<file path="config.mk">
export PLATFORM = sky130hd
export DESIGN_NAME = cmp_subsystem_top
export DESIGN_NICKNAME = d
export VERILOG_FILES = /design/src/common/ppc_cmp_pkg.sv /design/src/hw/cmp_subsystem_top.sv /design/src/hw/cmp_wrapper.sv /design/src/hw/cr_writeback.sv /design/src/hw/cmp_unit.sv /design/src/reservation_station/reservation_station.sv /design/src/hw/cmp_decoder.sv
export SDC_FILE = /design/constraint.sdc
export NUM_CORES = 1
export LEC_CHECK = 0
export BUFFER_PORTS_ARGS = -buffer_cell sky130_fd_sc_hd__buf_4
export CORE_ASPECT_RATIO = 1.1
export CORE_MARGIN = 2
export CORE_UTILIZATION = 35
export CTS_BUF_LIST = sky130_fd_sc_hd__clkbuf_4
export CTS_CLUSTER_SIZE = 40
export DETAILED_ROUTE_END_ITERATION = 16
export HOLD_SLACK_MARGIN = 0.1
export SYNTH_ARGS = -nofsm -noshare
export SYNTH_HDL_FRONTEND = slang
export SYNTH_HIERARCHICAL = 1
export SYNTH_SLANG_ARGS = --single-unit
export TNS_END_PERCENT = 100
</file>
<file path="constraint.sdc">
create_clock -name clk -period 10.7 [get_ports clk]
set_input_delay 2.14 -clock clk [delete_from_list [all_inputs] [get_ports clk]]
set_output_delay 2.14 -clock clk [all_outputs]
set_load 0.02 [all_outputs]
</file>
<file path="src/common/ppc_cmp_pkg.sv">
// Compare subsystem package with opcode, mode and slot encodings and station sizing
package ppc_cmp_pkg;

    // ##################################################
    // Instruction encodings
    // ##################################################

    typedef enum logic [5:0] {
        OPC_CMPLI = 6'd10,                      // Unsigned compare with immediate
        OPC_CMPI  = 6'd11,                      // Signed compare with immediate
        OPC_EXT31 = 6'd31                       // Register forms, XO selects
    } primary_op_e;

    localparam logic [0:9] EXT_XO_CMP  = 10'd0;  // cmp, signed
    localparam logic [0:9] EXT_XO_CMPL = 10'd32; // cmpl, unsigned

    typedef enum logic {
        CMP_SIGNED   = 1'b0,
        CMP_UNSIGNED = 1'b1
    } cmp_mode_e;

    // ##################################################
    // Reservation station
    // ##################################################

    typedef enum logic [1:0] {
        SLOT_FREE  = 2'd0,                      // Empty, may be taken
        SLOT_WAIT  = 2'd1,                      // Holds instr, operands pending
        SLOT_READY = 2'd2                       // All operands present
    } slot_state_e;

    localparam int RS_DEPTH       = 4;                  // Slots in the station
    localparam int RS_ID_WIDTH    = 4;                  // Producer and station tag width
    localparam int RS_OFFSET      = 8;                  // Id of slot 0
    localparam int SLOT_IDX_WIDTH = $clog2(RS_DEPTH);   // Slot index width
    localparam int CRF_WIDTH      = 3;                  // CR field index width

endpackage
</file>
<file path="src/hw/cmp_subsystem_top.sv">
// Compare subsystem top with decode, issue-and-execute and condition register writeback
`timescale 1ns/1ps

module cmp_subsystem_top
    import ppc_cmp_pkg::*;
(
    input  logic                   clk,
    input  logic                   rst_n,
    input  logic                   in_valid,
    output logic                   in_ready,
    input  logic [0:31]            instr,
    input  logic [0:31]            ra_value,
    input  logic                   ra_valid,
    input  logic [0:RS_ID_WIDTH-1] ra_rs_id,
    input  logic [0:31]            rb_value,
    input  logic                   rb_valid,
    input  logic [0:RS_ID_WIDTH-1] rb_rs_id,
    input  logic                   so_value,
    input  logic                   so_valid,
    input  logic [0:RS_ID_WIDTH-1] so_rs_id,
    output logic [0:RS_ID_WIDTH-1] id_taken,
    output logic                   illegal,
    input  logic                   upd_op_valid,
    input  logic [0:RS_ID_WIDTH-1] upd_op_rs_id,
    input  logic [0:31]            upd_op_value,
    input  logic                   upd_so_valid,
    input  logic [0:RS_ID_WIDTH-1] upd_so_rs_id,
    input  logic                   upd_so_value,
    output logic                   result_valid,
    input  logic                   result_ready,
    output logic [0:RS_ID_WIDTH-1] result_rs_id,
    output logic [0:CRF_WIDTH-1]   result_crf,
    output logic [0:3]             result_cond,
    output logic [0:31]            cr
);

    cmp_mode_e            dec_mode;
    logic [0:CRF_WIDTH-1] dec_crf;
    logic [0:31]          dec_imm, op2_value;
    logic                 dec_use_imm, dec_illegal, op2_valid, take_ready;

    cmp_decoder dec0 (
        .instr(instr), .mode(dec_mode), .crf(dec_crf),
        .use_imm(dec_use_imm), .imm_value(dec_imm), .illegal(dec_illegal)
    );

    assign op2_value = dec_use_imm ? dec_imm : rb_value;       // Immediate replaces rb
    assign op2_valid = dec_use_imm || rb_valid;                // Immediate is always present
    assign illegal   = in_valid && dec_illegal;                // Always accepted, so a transfer
    assign in_ready  = take_ready || illegal;                  // Dropped instrs need no slot

    cmp_wrapper wrap0 (
        .clk(clk), .rst_n(rst_n),
        .take_valid(in_valid && !dec_illegal), .take_ready(take_ready),
        .mode_in(dec_mode), .crf_in(dec_crf),
        .op1_value(ra_value), .op1_valid(ra_valid), .op1_rs_id(ra_rs_id),
        .op2_value(op2_value), .op2_valid(op2_valid), .op2_rs_id(rb_rs_id),
        .so_value(so_value), .so_valid(so_valid), .so_rs_id(so_rs_id),
        .id_taken(id_taken),
        .upd_op_valid(upd_op_valid), .upd_op_rs_id(upd_op_rs_id), .upd_op_value(upd_op_value),
        .upd_so_valid(upd_so_valid), .upd_so_rs_id(upd_so_rs_id), .upd_so_value(upd_so_value),
        .output_valid(result_valid), .output_ready(result_ready),
        .rs_id_out(result_rs_id), .crf_out(result_crf), .result(result_cond)
    );

    cr_writeback crwb0 (
        .clk(clk), .rst_n(rst_n),
        .wb_valid(result_valid && result_ready),               // Only on the accepted transfer
        .wb_crf(result_crf), .wb_cond(result_cond), .cr(cr)
    );

endmodule

</file>
<file path="src/hw/cmp_wrapper.sv">
// Issue-and-execute block joining the reservation station to the compare unit
`timescale 1ns/1ps

module cmp_wrapper
    import ppc_cmp_pkg::*;
(
    input  logic                   clk,
    input  logic                   rst_n,
    input  logic                   take_valid,
    output logic                   take_ready,
    input  cmp_mode_e              mode_in,
    input  logic [0:CRF_WIDTH-1]   crf_in,
    input  logic [0:31]            op1_value,
    input  logic                   op1_valid,
    input  logic [0:RS_ID_WIDTH-1] op1_rs_id,
    input  logic [0:31]            op2_value,
    input  logic                   op2_valid,
    input  logic [0:RS_ID_WIDTH-1] op2_rs_id,
    input  logic                   so_value,
    input  logic                   so_valid,
    input  logic [0:RS_ID_WIDTH-1] so_rs_id,
    output logic [0:RS_ID_WIDTH-1] id_taken,
    input  logic                   upd_op_valid,
    input  logic [0:RS_ID_WIDTH-1] upd_op_rs_id,
    input  logic [0:31]            upd_op_value,
    input  logic                   upd_so_valid,
    input  logic [0:RS_ID_WIDTH-1] upd_so_rs_id,
    input  logic                   upd_so_value,
    output logic                   output_valid,
    input  logic                   output_ready,
    output logic [0:RS_ID_WIDTH-1] rs_id_out,
    output logic [0:CRF_WIDTH-1]   crf_out,
    output logic [0:3]             result
);

    logic                   iss_valid, iss_ready, iss_so;
    logic [0:31]            iss_op1, iss_op2;
    cmp_mode_e              iss_mode;
    logic [0:CRF_WIDTH-1]   iss_crf;
    logic [0:RS_ID_WIDTH-1] iss_rs_id;

    reservation_station rs0 (
        .clk(clk), .rst_n(rst_n),
        .take_valid(take_valid), .take_ready(take_ready),
        .mode_in(mode_in), .crf_in(crf_in),
        .op1_value(op1_value), .op1_valid(op1_valid), .op1_rs_id(op1_rs_id),
        .op2_value(op2_value), .op2_valid(op2_valid), .op2_rs_id(op2_rs_id),
        .so_value(so_value), .so_valid(so_valid), .so_rs_id(so_rs_id),
        .id_taken(id_taken),
        .upd_op_valid(upd_op_valid), .upd_op_rs_id(upd_op_rs_id), .upd_op_value(upd_op_value),
        .upd_so_valid(upd_so_valid), .upd_so_rs_id(upd_so_rs_id), .upd_so_value(upd_so_value),
        .issue_valid(iss_valid), .issue_ready(iss_ready),         // Stalls on unit back-pressure
        .issue_op1(iss_op1), .issue_op2(iss_op2), .issue_so(iss_so),
        .issue_mode(iss_mode), .issue_crf(iss_crf), .issue_rs_id(iss_rs_id)
    );

    cmp_unit cmp0 (
        .clk(clk), .rst_n(rst_n),
        .input_valid(iss_valid), .input_ready(iss_ready),
        .op1(iss_op1), .op2(iss_op2), .so(iss_so), .mode(iss_mode),
        .crf_in(iss_crf), .rs_id_in(iss_rs_id),
        .output_valid(output_valid), .output_ready(output_ready),
        .rs_id_out(rs_id_out), .crf_out(crf_out), .result(result)
    );

endmodule

</file>
<file path="src/hw/cr_writeback.sv">
// Condition register updated one 4-bit field at a time from accepted results
`timescale 1ns/1ps

module cr_writeback
    import ppc_cmp_pkg::*;
(
    input  logic                 clk,
    input  logic                 rst_n,
    input  logic                 wb_valid,
    input  logic [0:CRF_WIDTH-1] wb_crf,
    input  logic [0:3]           wb_cond,
    output logic [0:31]          cr
);

    logic [0:31] cr_next;

    // Field k is bits 4k..4k+3, bit 0 being the MSB
    always_comb begin
        cr_next = cr;
        if (wb_valid) begin
            cr_next[4 * wb_crf +: 4] = wb_cond;    // Only the addressed field
        end
    end

    always_ff @(posedge clk) begin
        if (!rst_n) begin
            cr <= '0;
        end else begin
            cr <= cr_next;
        end
    end

endmodule

</file>
<file path="src/hw/cmp_unit.sv">
// Compare unit producing LT, GT, EQ and SO into a held output register
`timescale 1ns/1ps

module cmp_unit
    import ppc_cmp_pkg::*;
(
    input  logic                   clk,
    input  logic                   rst_n,
    input  logic                   input_valid,
    output logic                   input_ready,
    input  logic [0:31]            op1,
    input  logic [0:31]            op2,
    input  logic                   so,
    input  cmp_mode_e              mode,
    input  logic [0:CRF_WIDTH-1]   crf_in,
    input  logic [0:RS_ID_WIDTH-1] rs_id_in,
    output logic                   output_valid,
    input  logic                   output_ready,
    output logic [0:RS_ID_WIDTH-1] rs_id_out,
    output logic [0:CRF_WIDTH-1]   crf_out,
    output logic [0:3]             result
);

    logic lt, gt, eq;
    logic accept;

    always_comb begin
        if (mode == CMP_SIGNED) begin
            lt = $signed(op1) < $signed(op2);
            gt = $signed(op1) > $signed(op2);
        end else begin
            lt = op1 < op2;
            gt = op1 > op2;
        end
        eq = op1 == op2;
    end

    assign input_ready = !output_valid || output_ready;  // Free or draining this cycle
    assign accept      = input_valid && input_ready;

    always_ff @(posedge clk) begin
        if (!rst_n) begin
            output_valid <= 1'b0;
        end else if (accept) begin
            output_valid <= 1'b1;
        end else if (output_ready) begin
            output_valid <= 1'b0;                        // Result taken, nothing new
        end
    end

    always_ff @(posedge clk) begin
        if (accept) begin
            result    <= {lt, gt, eq, so};               // CR field order LT GT EQ SO
            rs_id_out <= rs_id_in;
            crf_out   <= crf_in;
        end
    end

endmodule

</file>
<file path="src/reservation_station/reservation_station.sv">
// Reservation station holding compares until ra, second operand and SO are all present
`timescale 1ns/1ps

module reservation_station
    import ppc_cmp_pkg::*;
(
    input  logic                   clk,
    input  logic                   rst_n,
    input  logic                   take_valid,
    output logic                   take_ready,
    input  cmp_mode_e              mode_in,
    input  logic [0:CRF_WIDTH-1]   crf_in,
    input  logic [0:31]            op1_value,
    input  logic                   op1_valid,
    input  logic [0:RS_ID_WIDTH-1] op1_rs_id,
    input  logic [0:31]            op2_value,
    input  logic                   op2_valid,
    input  logic [0:RS_ID_WIDTH-1] op2_rs_id,
    input  logic                   so_value,
    input  logic                   so_valid,
    input  logic [0:RS_ID_WIDTH-1] so_rs_id,
    output logic [0:RS_ID_WIDTH-1] id_taken,
    input  logic                   upd_op_valid,
    input  logic [0:RS_ID_WIDTH-1] upd_op_rs_id,
    input  logic [0:31]            upd_op_value,
    input  logic                   upd_so_valid,
    input  logic [0:RS_ID_WIDTH-1] upd_so_rs_id,
    input  logic                   upd_so_value,
    output logic                   issue_valid,
    input  logic                   issue_ready,
    output logic [0:31]            issue_op1,
    output logic [0:31]            issue_op2,
    output logic                   issue_so,
    output cmp_mode_e              issue_mode,
    output logic [0:CRF_WIDTH-1]   issue_crf,
    output logic [0:RS_ID_WIDTH-1] issue_rs_id
);

    slot_state_e              state_q [RS_DEPTH], state_d [RS_DEPTH];
    logic [0:31]              op1_q [RS_DEPTH], op1_d [RS_DEPTH];
    logic [0:31]              op2_q [RS_DEPTH], op2_d [RS_DEPTH];
    logic                     so_q [RS_DEPTH], so_d [RS_DEPTH];
    logic [0:RS_ID_WIDTH-1]   op1_tag_q [RS_DEPTH], op1_tag_d [RS_DEPTH];
    logic [0:RS_ID_WIDTH-1]   op2_tag_q [RS_DEPTH], op2_tag_d [RS_DEPTH];
    logic [0:RS_ID_WIDTH-1]   so_tag_q [RS_DEPTH], so_tag_d [RS_DEPTH];
    logic [0:RS_DEPTH-1]      op1_vld_q, op1_vld_d, op2_vld_q, op2_vld_d, so_vld_q, so_vld_d;
    cmp_mode_e                mode_q [RS_DEPTH];
    logic [0:CRF_WIDTH-1]     crf_q [RS_DEPTH];
    logic [SLOT_IDX_WIDTH-1:0] free_idx, ready_idx;
    logic                     ready_any, free_next, take_fire, issue_fire;

    // ##################################################
    // Slot selection, lowest index wins
    // ##################################################

    always_comb begin
        free_idx  = '0;
        ready_idx = '0;
        ready_any = 1'b0;
        for (int i = RS_DEPTH - 1; i >= 0; i--) begin
            if (state_q[i] == SLOT_FREE) free_idx = SLOT_IDX_WIDTH'(i);
            if (state_q[i] == SLOT_READY) begin
                ready_idx = SLOT_IDX_WIDTH'(i);
                ready_any = 1'b1;
            end
        end
    end

    assign take_fire   = take_valid && take_ready;
    assign issue_fire  = issue_valid && issue_ready;
    assign id_taken    = RS_ID_WIDTH'(RS_OFFSET + free_idx);   // Tag of the slot being filled
    assign issue_valid = ready_any;
    assign issue_op1   = op1_q[ready_idx];
    assign issue_op2   = op2_q[ready_idx];
    assign issue_so    = so_q[ready_idx];
    assign issue_mode  = mode_q[ready_idx];
    assign issue_crf   = crf_q[ready_idx];
    assign issue_rs_id = RS_ID_WIDTH'(RS_OFFSET + ready_idx);

    // ##################################################
    // Next slot contents, take and broadcast capture
    // ##################################################

    always_comb begin
        logic take_here;
        free_next = 1'b0;
        for (int i = 0; i < RS_DEPTH; i++) begin
            take_here    = take_fire && (free_idx == SLOT_IDX_WIDTH'(i));
            op1_d[i]     = take_here ? op1_value : op1_q[i];     // New instr or held value
            op1_tag_d[i] = take_here ? op1_rs_id : op1_tag_q[i];
            op1_vld_d[i] = take_here ? op1_valid : op1_vld_q[i];
            op2_d[i]     = take_here ? op2_value : op2_q[i];
            op2_tag_d[i] = take_here ? op2_rs_id : op2_tag_q[i];
            op2_vld_d[i] = take_here ? op2_valid : op2_vld_q[i];
            so_d[i]      = take_here ? so_value : so_q[i];
            so_tag_d[i]  = take_here ? so_rs_id : so_tag_q[i];
            so_vld_d[i]  = take_here ? so_valid : so_vld_q[i];
            if (!op1_vld_d[i] && upd_op_valid && upd_op_rs_id == op1_tag_d[i]) begin
                op1_d[i]     = upd_op_value;                     // GPR broadcast hit
                op1_vld_d[i] = 1'b1;
            end
            if (!op2_vld_d[i] && upd_op_valid && upd_op_rs_id == op2_tag_d[i]) begin
                op2_d[i]     = upd_op_value;
                op2_vld_d[i] = 1'b1;
            end
            if (!so_vld_d[i] && upd_so_valid && upd_so_rs_id == so_tag_d[i]) begin
                so_d[i]     = upd_so_value;                      // SO broadcast hit
                so_vld_d[i] = 1'b1;
            end
            state_d[i] = state_q[i];
            if (take_here) begin
                state_d[i] = SLOT_WAIT;                          // Always one cycle in WAIT
            end else if (issue_fire && ready_idx == SLOT_IDX_WIDTH'(i)) begin
                state_d[i] = SLOT_FREE;                          // Freed on issue
            end else if (state_q[i] == SLOT_WAIT && op1_vld_d[i] && op2_vld_d[i]
                         && so_vld_d[i]) begin
                state_d[i] = SLOT_READY;
            end
            if (state_d[i] == SLOT_FREE) free_next = 1'b1;
        end
    end

    always_ff @(posedge clk) begin
        for (int i = 0; i < RS_DEPTH; i++) begin
            op1_q[i]     <= op1_d[i];
            op2_q[i]     <= op2_d[i];
            so_q[i]      <= so_d[i];
            op1_tag_q[i] <= op1_tag_d[i];
            op2_tag_q[i] <= op2_tag_d[i];
            so_tag_q[i]  <= so_tag_d[i];
            if (take_fire && free_idx == SLOT_IDX_WIDTH'(i)) begin
                mode_q[i] <= mode_in;
                crf_q[i]  <= crf_in;
            end
        end
    end

    always_ff @(posedge clk) begin
        if (!rst_n) begin
            for (int i = 0; i < RS_DEPTH; i++) state_q[i] <= SLOT_FREE;
            op1_vld_q  <= '0;
            op2_vld_q  <= '0;
            so_vld_q   <= '0;
            take_ready <= 1'b0;                                  // Low until out of reset
        end else begin
            state_q    <= state_d;
            op1_vld_q  <= op1_vld_d;
            op2_vld_q  <= op2_vld_d;
            so_vld_q   <= so_vld_d;
            take_ready <= free_next;                             // Registered free-slot flag
        end
    end

endmodule

</file>
<file path="src/hw/cmp_decoder.sv">
// Compare decoder turning an instruction word into mode, target field and immediate
`timescale 1ns/1ps

module cmp_decoder
    import ppc_cmp_pkg::*;
(
    input  logic [0:31]          instr,
    output cmp_mode_e            mode,
    output logic [0:CRF_WIDTH-1] crf,
    output logic                 use_imm,
    output logic [0:31]          imm_value,
    output logic                 illegal
);

    primary_op_e opcode;
    logic [0:9]  xo;
    logic        l_bit;

    assign opcode = primary_op_e'(instr[0:5]); // Primary opcode, big-endian bits 0..5
    assign xo     = instr[21:30];              // Extended opcode of the X form
    assign l_bit  = instr[10];                 // 64-bit compare request
    assign crf    = instr[6:8];                // BF, target CR field

    always_comb begin
        mode      = CMP_SIGNED;
        use_imm   = 1'b0;
        imm_value = {{16{instr[16]}}, instr[16:31]}; // Sign extended SI
        illegal   = l_bit;                           // L set is not supported

        case (opcode)
            OPC_CMPI: begin
                use_imm = 1'b1;
            end
            OPC_CMPLI: begin
                mode      = CMP_UNSIGNED;
                use_imm   = 1'b1;
                imm_value = {16'b0, instr[16:31]};   // Zero extended UI
            end
            OPC_EXT31: begin
                if (xo == EXT_XO_CMPL) begin
                    mode = CMP_UNSIGNED;
                end else if (xo != EXT_XO_CMP) begin
                    illegal = 1'b1;                  // Some other opcode-31 instr
                end
            end
            default: begin
                illegal = 1'b1;                      // Not a compare at all
            end
        endcase
    end

endmodule

</file>
* Yosys cells after proc, flatten, opt, wreduce, memory -nomap -nowiden *
Memories as Yosys holds them, arrays and structs flattened. A register that Yosys moved wholly into a read port is not among the register bits.
Cells that the tools add are included.

storage, ports and cells
  bits in registers = 62
  RAM bits = 324
  bits of input ports = 159
  logic and storage cells = 285
  memories kept = 8

memories
  memory               depth  bits a word  read ports  clocked after memory_dff  wr ports  line                       source
  wrap0.rs0.op1_q      4      32           1           0                         4         reservation_station.sv:40  logic [0:31] op1_q [RS_DEPTH], op1_d [RS_DEPTH];
  wrap0.rs0.op2_q      4      32           1           0                         4         reservation_station.sv:41  logic [0:31] op2_q [RS_DEPTH], op2_d [RS_DEPTH];
  wrap0.rs0.op1_tag_q  4      4            4           0                         4         reservation_station.sv:43  logic [0:RS_ID_WIDTH-1] op1_tag_q [RS_DEPTH], op1_tag_d [RS_DEPTH];
  wrap0.rs0.op2_tag_q  4      4            4           0                         4         reservation_station.sv:44  logic [0:RS_ID_WIDTH-1] op2_tag_q [RS_DEPTH], op2_tag_d [RS_DEPTH];
  wrap0.rs0.so_tag_q   4      4            4           0                         4         reservation_station.sv:45  logic [0:RS_ID_WIDTH-1] so_tag_q [RS_DEPTH], so_tag_d [RS_DEPTH];
  wrap0.rs0.crf_q      4      3            1           1                         1         reservation_station.sv:48  logic [0:CRF_WIDTH-1] crf_q [RS_DEPTH];
  +2 memories          n/a    n/a          n/a         n/a                       n/a       n/a

cells by class
  add/sub/neg operators = 3
  order comparisons = 4
  equality and inequality tests = 43
  shifts and indexed selects = 2
  mux-type cells = 127
  bitwise gates (word level) = 1
  reductions and logical operators = 85

operators by type and width
  kind                                                                       number
  32-bit two-way mux                                                         18
  1-bit two-way mux                                                          65
  32-bit > comparator                                                        2
  32-bit less-than comparator                                                2
  2-bit two-way mux                                                          26
  1-bit logical AND                                                          49
  4-bit == test                                                              12
  4-bit two-way mux                                                          12
  33-bit negator with 34-bit output                                          1
  33-bit by 34-bit variable shift with 32-bit output (first input constant)  1
  33-bit by 34-bit variable part select with 32-bit output                   1
  5-bit NOT with 33-bit output                                               1
  32-bit bitwise mux                                                         1
  32-bit == test                                                             1
  2-bit != test (second input constant)                                      12
  2-bit zero test                                                            10
  2-bit == test (second input constant)                                      8
  1-bit zero test                                                            14
  2-bit by 1-bit == test with 1-bit output (second input constant)           6
  6-bit by 4-bit == test with 1-bit output (second input constant)           2
  10-bit by 6-bit == test with 1-bit output (second input constant)          1
  10-bit nonzero test                                                        1
  3-bit two-way mux                                                          3
  3-bit OR reduction                                                         3
  7 further kinds                                                            13

* Logic depth before layout (Yosys ltp) *
  depth in word-level cells = 24
  mapped depth = 17
  depth with buffers taken out = 15

* Cells and area by module *
The synthesis kept the hierarchy.

modules (own cells, without submodules)
  module               times used  cells an instance  area each (sq um)  seq. area each (sq um)
  reservation_station  1           1,289              17,027.6           9,669.3
  cr_writeback         1           119                1,255.0            640.6
  cmp_unit             1           133                1,223.7            350.3
  cmp_subsystem_top    1           41                 573.0              0.0
  cmp_decoder          1           45                 349.1              0.0

* Least setup slack after synthesis *
OpenSTA, ideal clock, no wires.

  path kind = input port to flip-flop
  start = input instr[0] (netlist bit)
  end = memory wrap0/rs0/op2_q[0][0] (netlist bit), enable pin
  setup time = 389 ps
  data arrival time = 5,492 ps
  slack = 4,818 ps
  cell stages on the path = 13
  path through = nand3b_4 > or3_4 > a21o_1 > nor2b_1 > o211ai_2 > o21a_1 > buf_4 > mux2_4 > xnor2_1 > or4_1 > buf_2 > buf_6 > nand2_1

RTL lines
  item                line                       source
  start: declaration  cmp_subsystem_top.sv:11    input logic [0:31] instr,
  end: declaration    reservation_station.sv:41

==> flow_summary.toml <==
[power]
ir_drop_v = 0.00006084
swShare_pct = 23.79
comb_power_share_pct = 8.6
p_leak_nw = 9.142
power_frac_clock_pct = 38.4
internal-power_mw = 2.388
power_per_cell_area_nw_per_um2 = 134.0
p_total_mw = 3.134
switching_power_mw = 0.7457
seqPwrFrac_pct = 53.0

[setup_path]
worst-path-stages = 12
cpMaxStageDelayCell = "or2_2"
cp_common_cell = "buf_4"
cp_cell_sequence = "buf_4 -> nor4_1 -> nand4b_1 -> a21o_1 -> nor2b_1 -> and2_1 -> nand4_4 -> inv_2 -> a41oi_1 -> a2111oi_4 -> buf_4 -> or2_2"
worstSetupPathType = "in -> reg"
start_kind = "input pin"
worst-path-buf-inv = 3
required_ps = 11100
arrival_ps = 7470
crit_path_max_incr_delay_ps = 1030
ff2ff_path_depth = 16
crit_fanout = 35
cpLargestDelayFamily = "simple AND/OR/NAND/NOR gates"
worst_setup_path_end_kind = "register"

[grt]
antenna_found_initial = 11
grt_max_degree = 69
overflow = 0
grt_pass1_vias = 14540
grt_pass1_wl_um = 87610
track_usage_pct = 19.34

[final_layout]
final_area_um2 = 23390
final_nets = 2008
multi_input_area_um2 = 8698
layout-drive-gt1-share_pct = 38.72
final_util_pct = 40.63
final_cell_mix = "edfxtp_1, nand2_1, buf_4, mux2_2, clkbuf_4"
fillerInstances = 5509
post_layout_nonfiller_instances = 2637
synthToLayoutAreaGrowth_pct = 14.49
register_area_um2 = 10660
final_common_cell = "edfxtp_1"

[sta]
slew-limit-headroom_pct = 21.22
fin_setup_tns_ps = 0
tightest_slew_ps = 1182
hold_violations = 0
worst_slack_ps = 3636
grt_setup_unrepaired = "no"
fin_worst_skew_ps = 46.90
period_share_pct = 66.02
setup_viol = 0
drv_slew = 0
whs_ps = 449.6
layout_min_cycle_time_ps = 7064
max_clock_freq_mhz = 141.6

[route]
drt_iter0_drc = 1147
via_count = 13978
postRouteAntennaNets = 0
wl_per_cell_um = 22.41
dr.pass1.iters = 6
drcViolationCount = 0
vias_per_cell = 5.301
drt_wl_total_um = 59090

[clocking]
cts_made_buffers = 100
cts_num_sinks = 389
clkTransAtPathRegs_ps = 60
cts_tree = "built"
insertion_delay_ps = 830
cts.repair.resized = 0
postCtsSetupBuffers = 0
cts-root-buf = "clkbuf_4"
clk_path_buf_depth = 3
cts_hold_buffers = 0
h-tree-depth = 3

[logic_synthesis]
ys_types = 88
synthesis.area_um2 = 20430
ys_seq_area_share_pct = 52.18
synth-seq-cells = 389
yosys_warnings = 6
synth-edff-count = 287
async_flop_share_pct = 0
ys.flop_type = "edfxtp_1"
syn_area_per_cell_um2 = 12.56
synth_cells = 1627

[die]
fp-row-count = 92
ios = 209
fp.dieW_um = 234.4
dieArea_um2 = 60320
start_util_pct = 35.49
coreArea_um2 = 57560
die_h_um = 257.4

[placement]
dpl.hpwl_um = 36170
numPortBuffers = 200
place.gp.congestion = 0.8127
pre_cts_ws_ps = 2859
placed_area_um2 = 22220
placedCellCount = 2467

[hold_path]
hold_path_depth = 2
min_path_type = "reg -> reg"

[outcome]
status = "finished, final reports clean"

[flow_run]
drv_cap = 0
sequential cells by signal (all words and copies together) (netlist names), 3 cells and up:
signal	cells
wrap0/rs0/op1_q	128
wrap0/rs0/op2_q	128
crwb0/cr	32
wrap0/rs0/op1_tag_q	16
wrap0/rs0/op2_tag_q	16
wrap0/rs0/so_tag_q	16
wrap0/rs0/crf_q	12
wrap0/rs0/state_q	8
wrap0/cmp0/result	4
wrap0/cmp0/rs_id_out	4
wrap0/rs0/mode_q	4
wrap0/rs0/op1_vld_q	4
wrap0/rs0/op2_vld_q	4
wrap0/rs0/so_q	4
wrap0/rs0/so_vld_q	4
wrap0/cmp0/crf_out	3
cell usage after synthesis (all sizes together), types with 5 or more instances:
cell type / instances / area share (%)
mux2i: 37 / 1.8
a211oi: 7 / 0.28
nand2: 257 / 4.7
nor4: 13 / 0.43
or2: 12 / 0.37
nand2b: 9 / 0.28
mux2: 310 / 19
o22ai: 6 / 0.24
xor2: 13 / 0.56
clkbuf: 44 / 0.83
o21ai: 27 / 0.66
nor2b: 13 / 0.40
a21oi: 32 / 0.80
nand4: 18 / 0.66
o211ai: 8 / 0.32
edfxtp: 287 / 42
dfxtp: 102 / 10
nor2: 33 / 0.62
ha: 32 / 2.0
a2111oi: 5 / 0.43
a21boi: 8 / 0.29
nand3: 8 / 0.26
nor3: 11 / 0.27
a31oi: 5 / 0.15
o2111ai: 8 / 0.34
buf: 94 / 3.5
o21a: 5 / 0.18
and2: 9 / 0.28
a222oi: 69 / 3.4
xnor2: 27 / 1.2
inv: 61 / 1.1
routing by layer:
metal | track usage (%) | routed length (µm) | vias up
li1 | - | - | 6527
met1 | 22.87 | 23440 | 6889
met2 | 33.53 | 29920 | 438
met3 | 4.366 | 3799 | 110
met4 | 8.071 | 1848 | 14
met5 | 0 | 86 | -
power by group through the flow:
stage / combinational, mW / sequential (mW) / clock, mW
final: 0.271 / 1.66 / 1.20
after global routing: 0.291 / 1.66 / 1.31
after CTS: 0.271 / 1.66 / 1.24
after detailed placement: 0.269 / 1.69 / 0
after global placement: 0.263 / 1.69 / 0
after floorplan: 0.169 / 1.69 / 0
final timing paths:
check | start | endpoint | slack, ps
max reg2reg | wrap0/rs0/state_q[7] | wrap0/cmp0/result[1] | 5620
min reg2reg | wrap0/rs0/so_tag_q[0][2] | wrap0/rs0/so_tag_q[0][2] | 450
min | wrap0/rs0/so_tag_q[0][2] | wrap0/rs0/so_tag_q[0][2] | 450
max | instr[28] | wrap0/rs0/op1_q[3][26] | 3640
logic make-up (layout without fill, tap and decap cells):
family | after synthesis | after routing | share of synthesized area (%)
compound gates | 212 | 212 | 8.587
other cells | 2 | 9 | 0.03676
xor+xnor | 40 | 40 | 1.715
simple gates | 404 | 404 | 9.426
mux | 347 | 347 | 20.55
fa+ha+maj | 32 | 32 | 1.960
flops | 389 | 389 | 52.18
buf+inv | 201 | 452 | 5.537
cell type report:
type / instances / area share (%)
clock buffer: 141 / 4.526
antenna: 5 / 0.05350
inverter: 63 / 1.022
clock inverter: 24 / 0.4119
sequential: 389 / 45.58
multi-input combinational: 1039 / 37.19
tap: 752 / 4.023
timing repair buffer: 224 / 7.190
tightest hold or removal path, delay by kind of cell (launching register included):
family | cells | cell delay, ps
flops | 1 | 320
simple gates | 2 | 90
No activity file was read; power rests on OpenSTA's default activity.
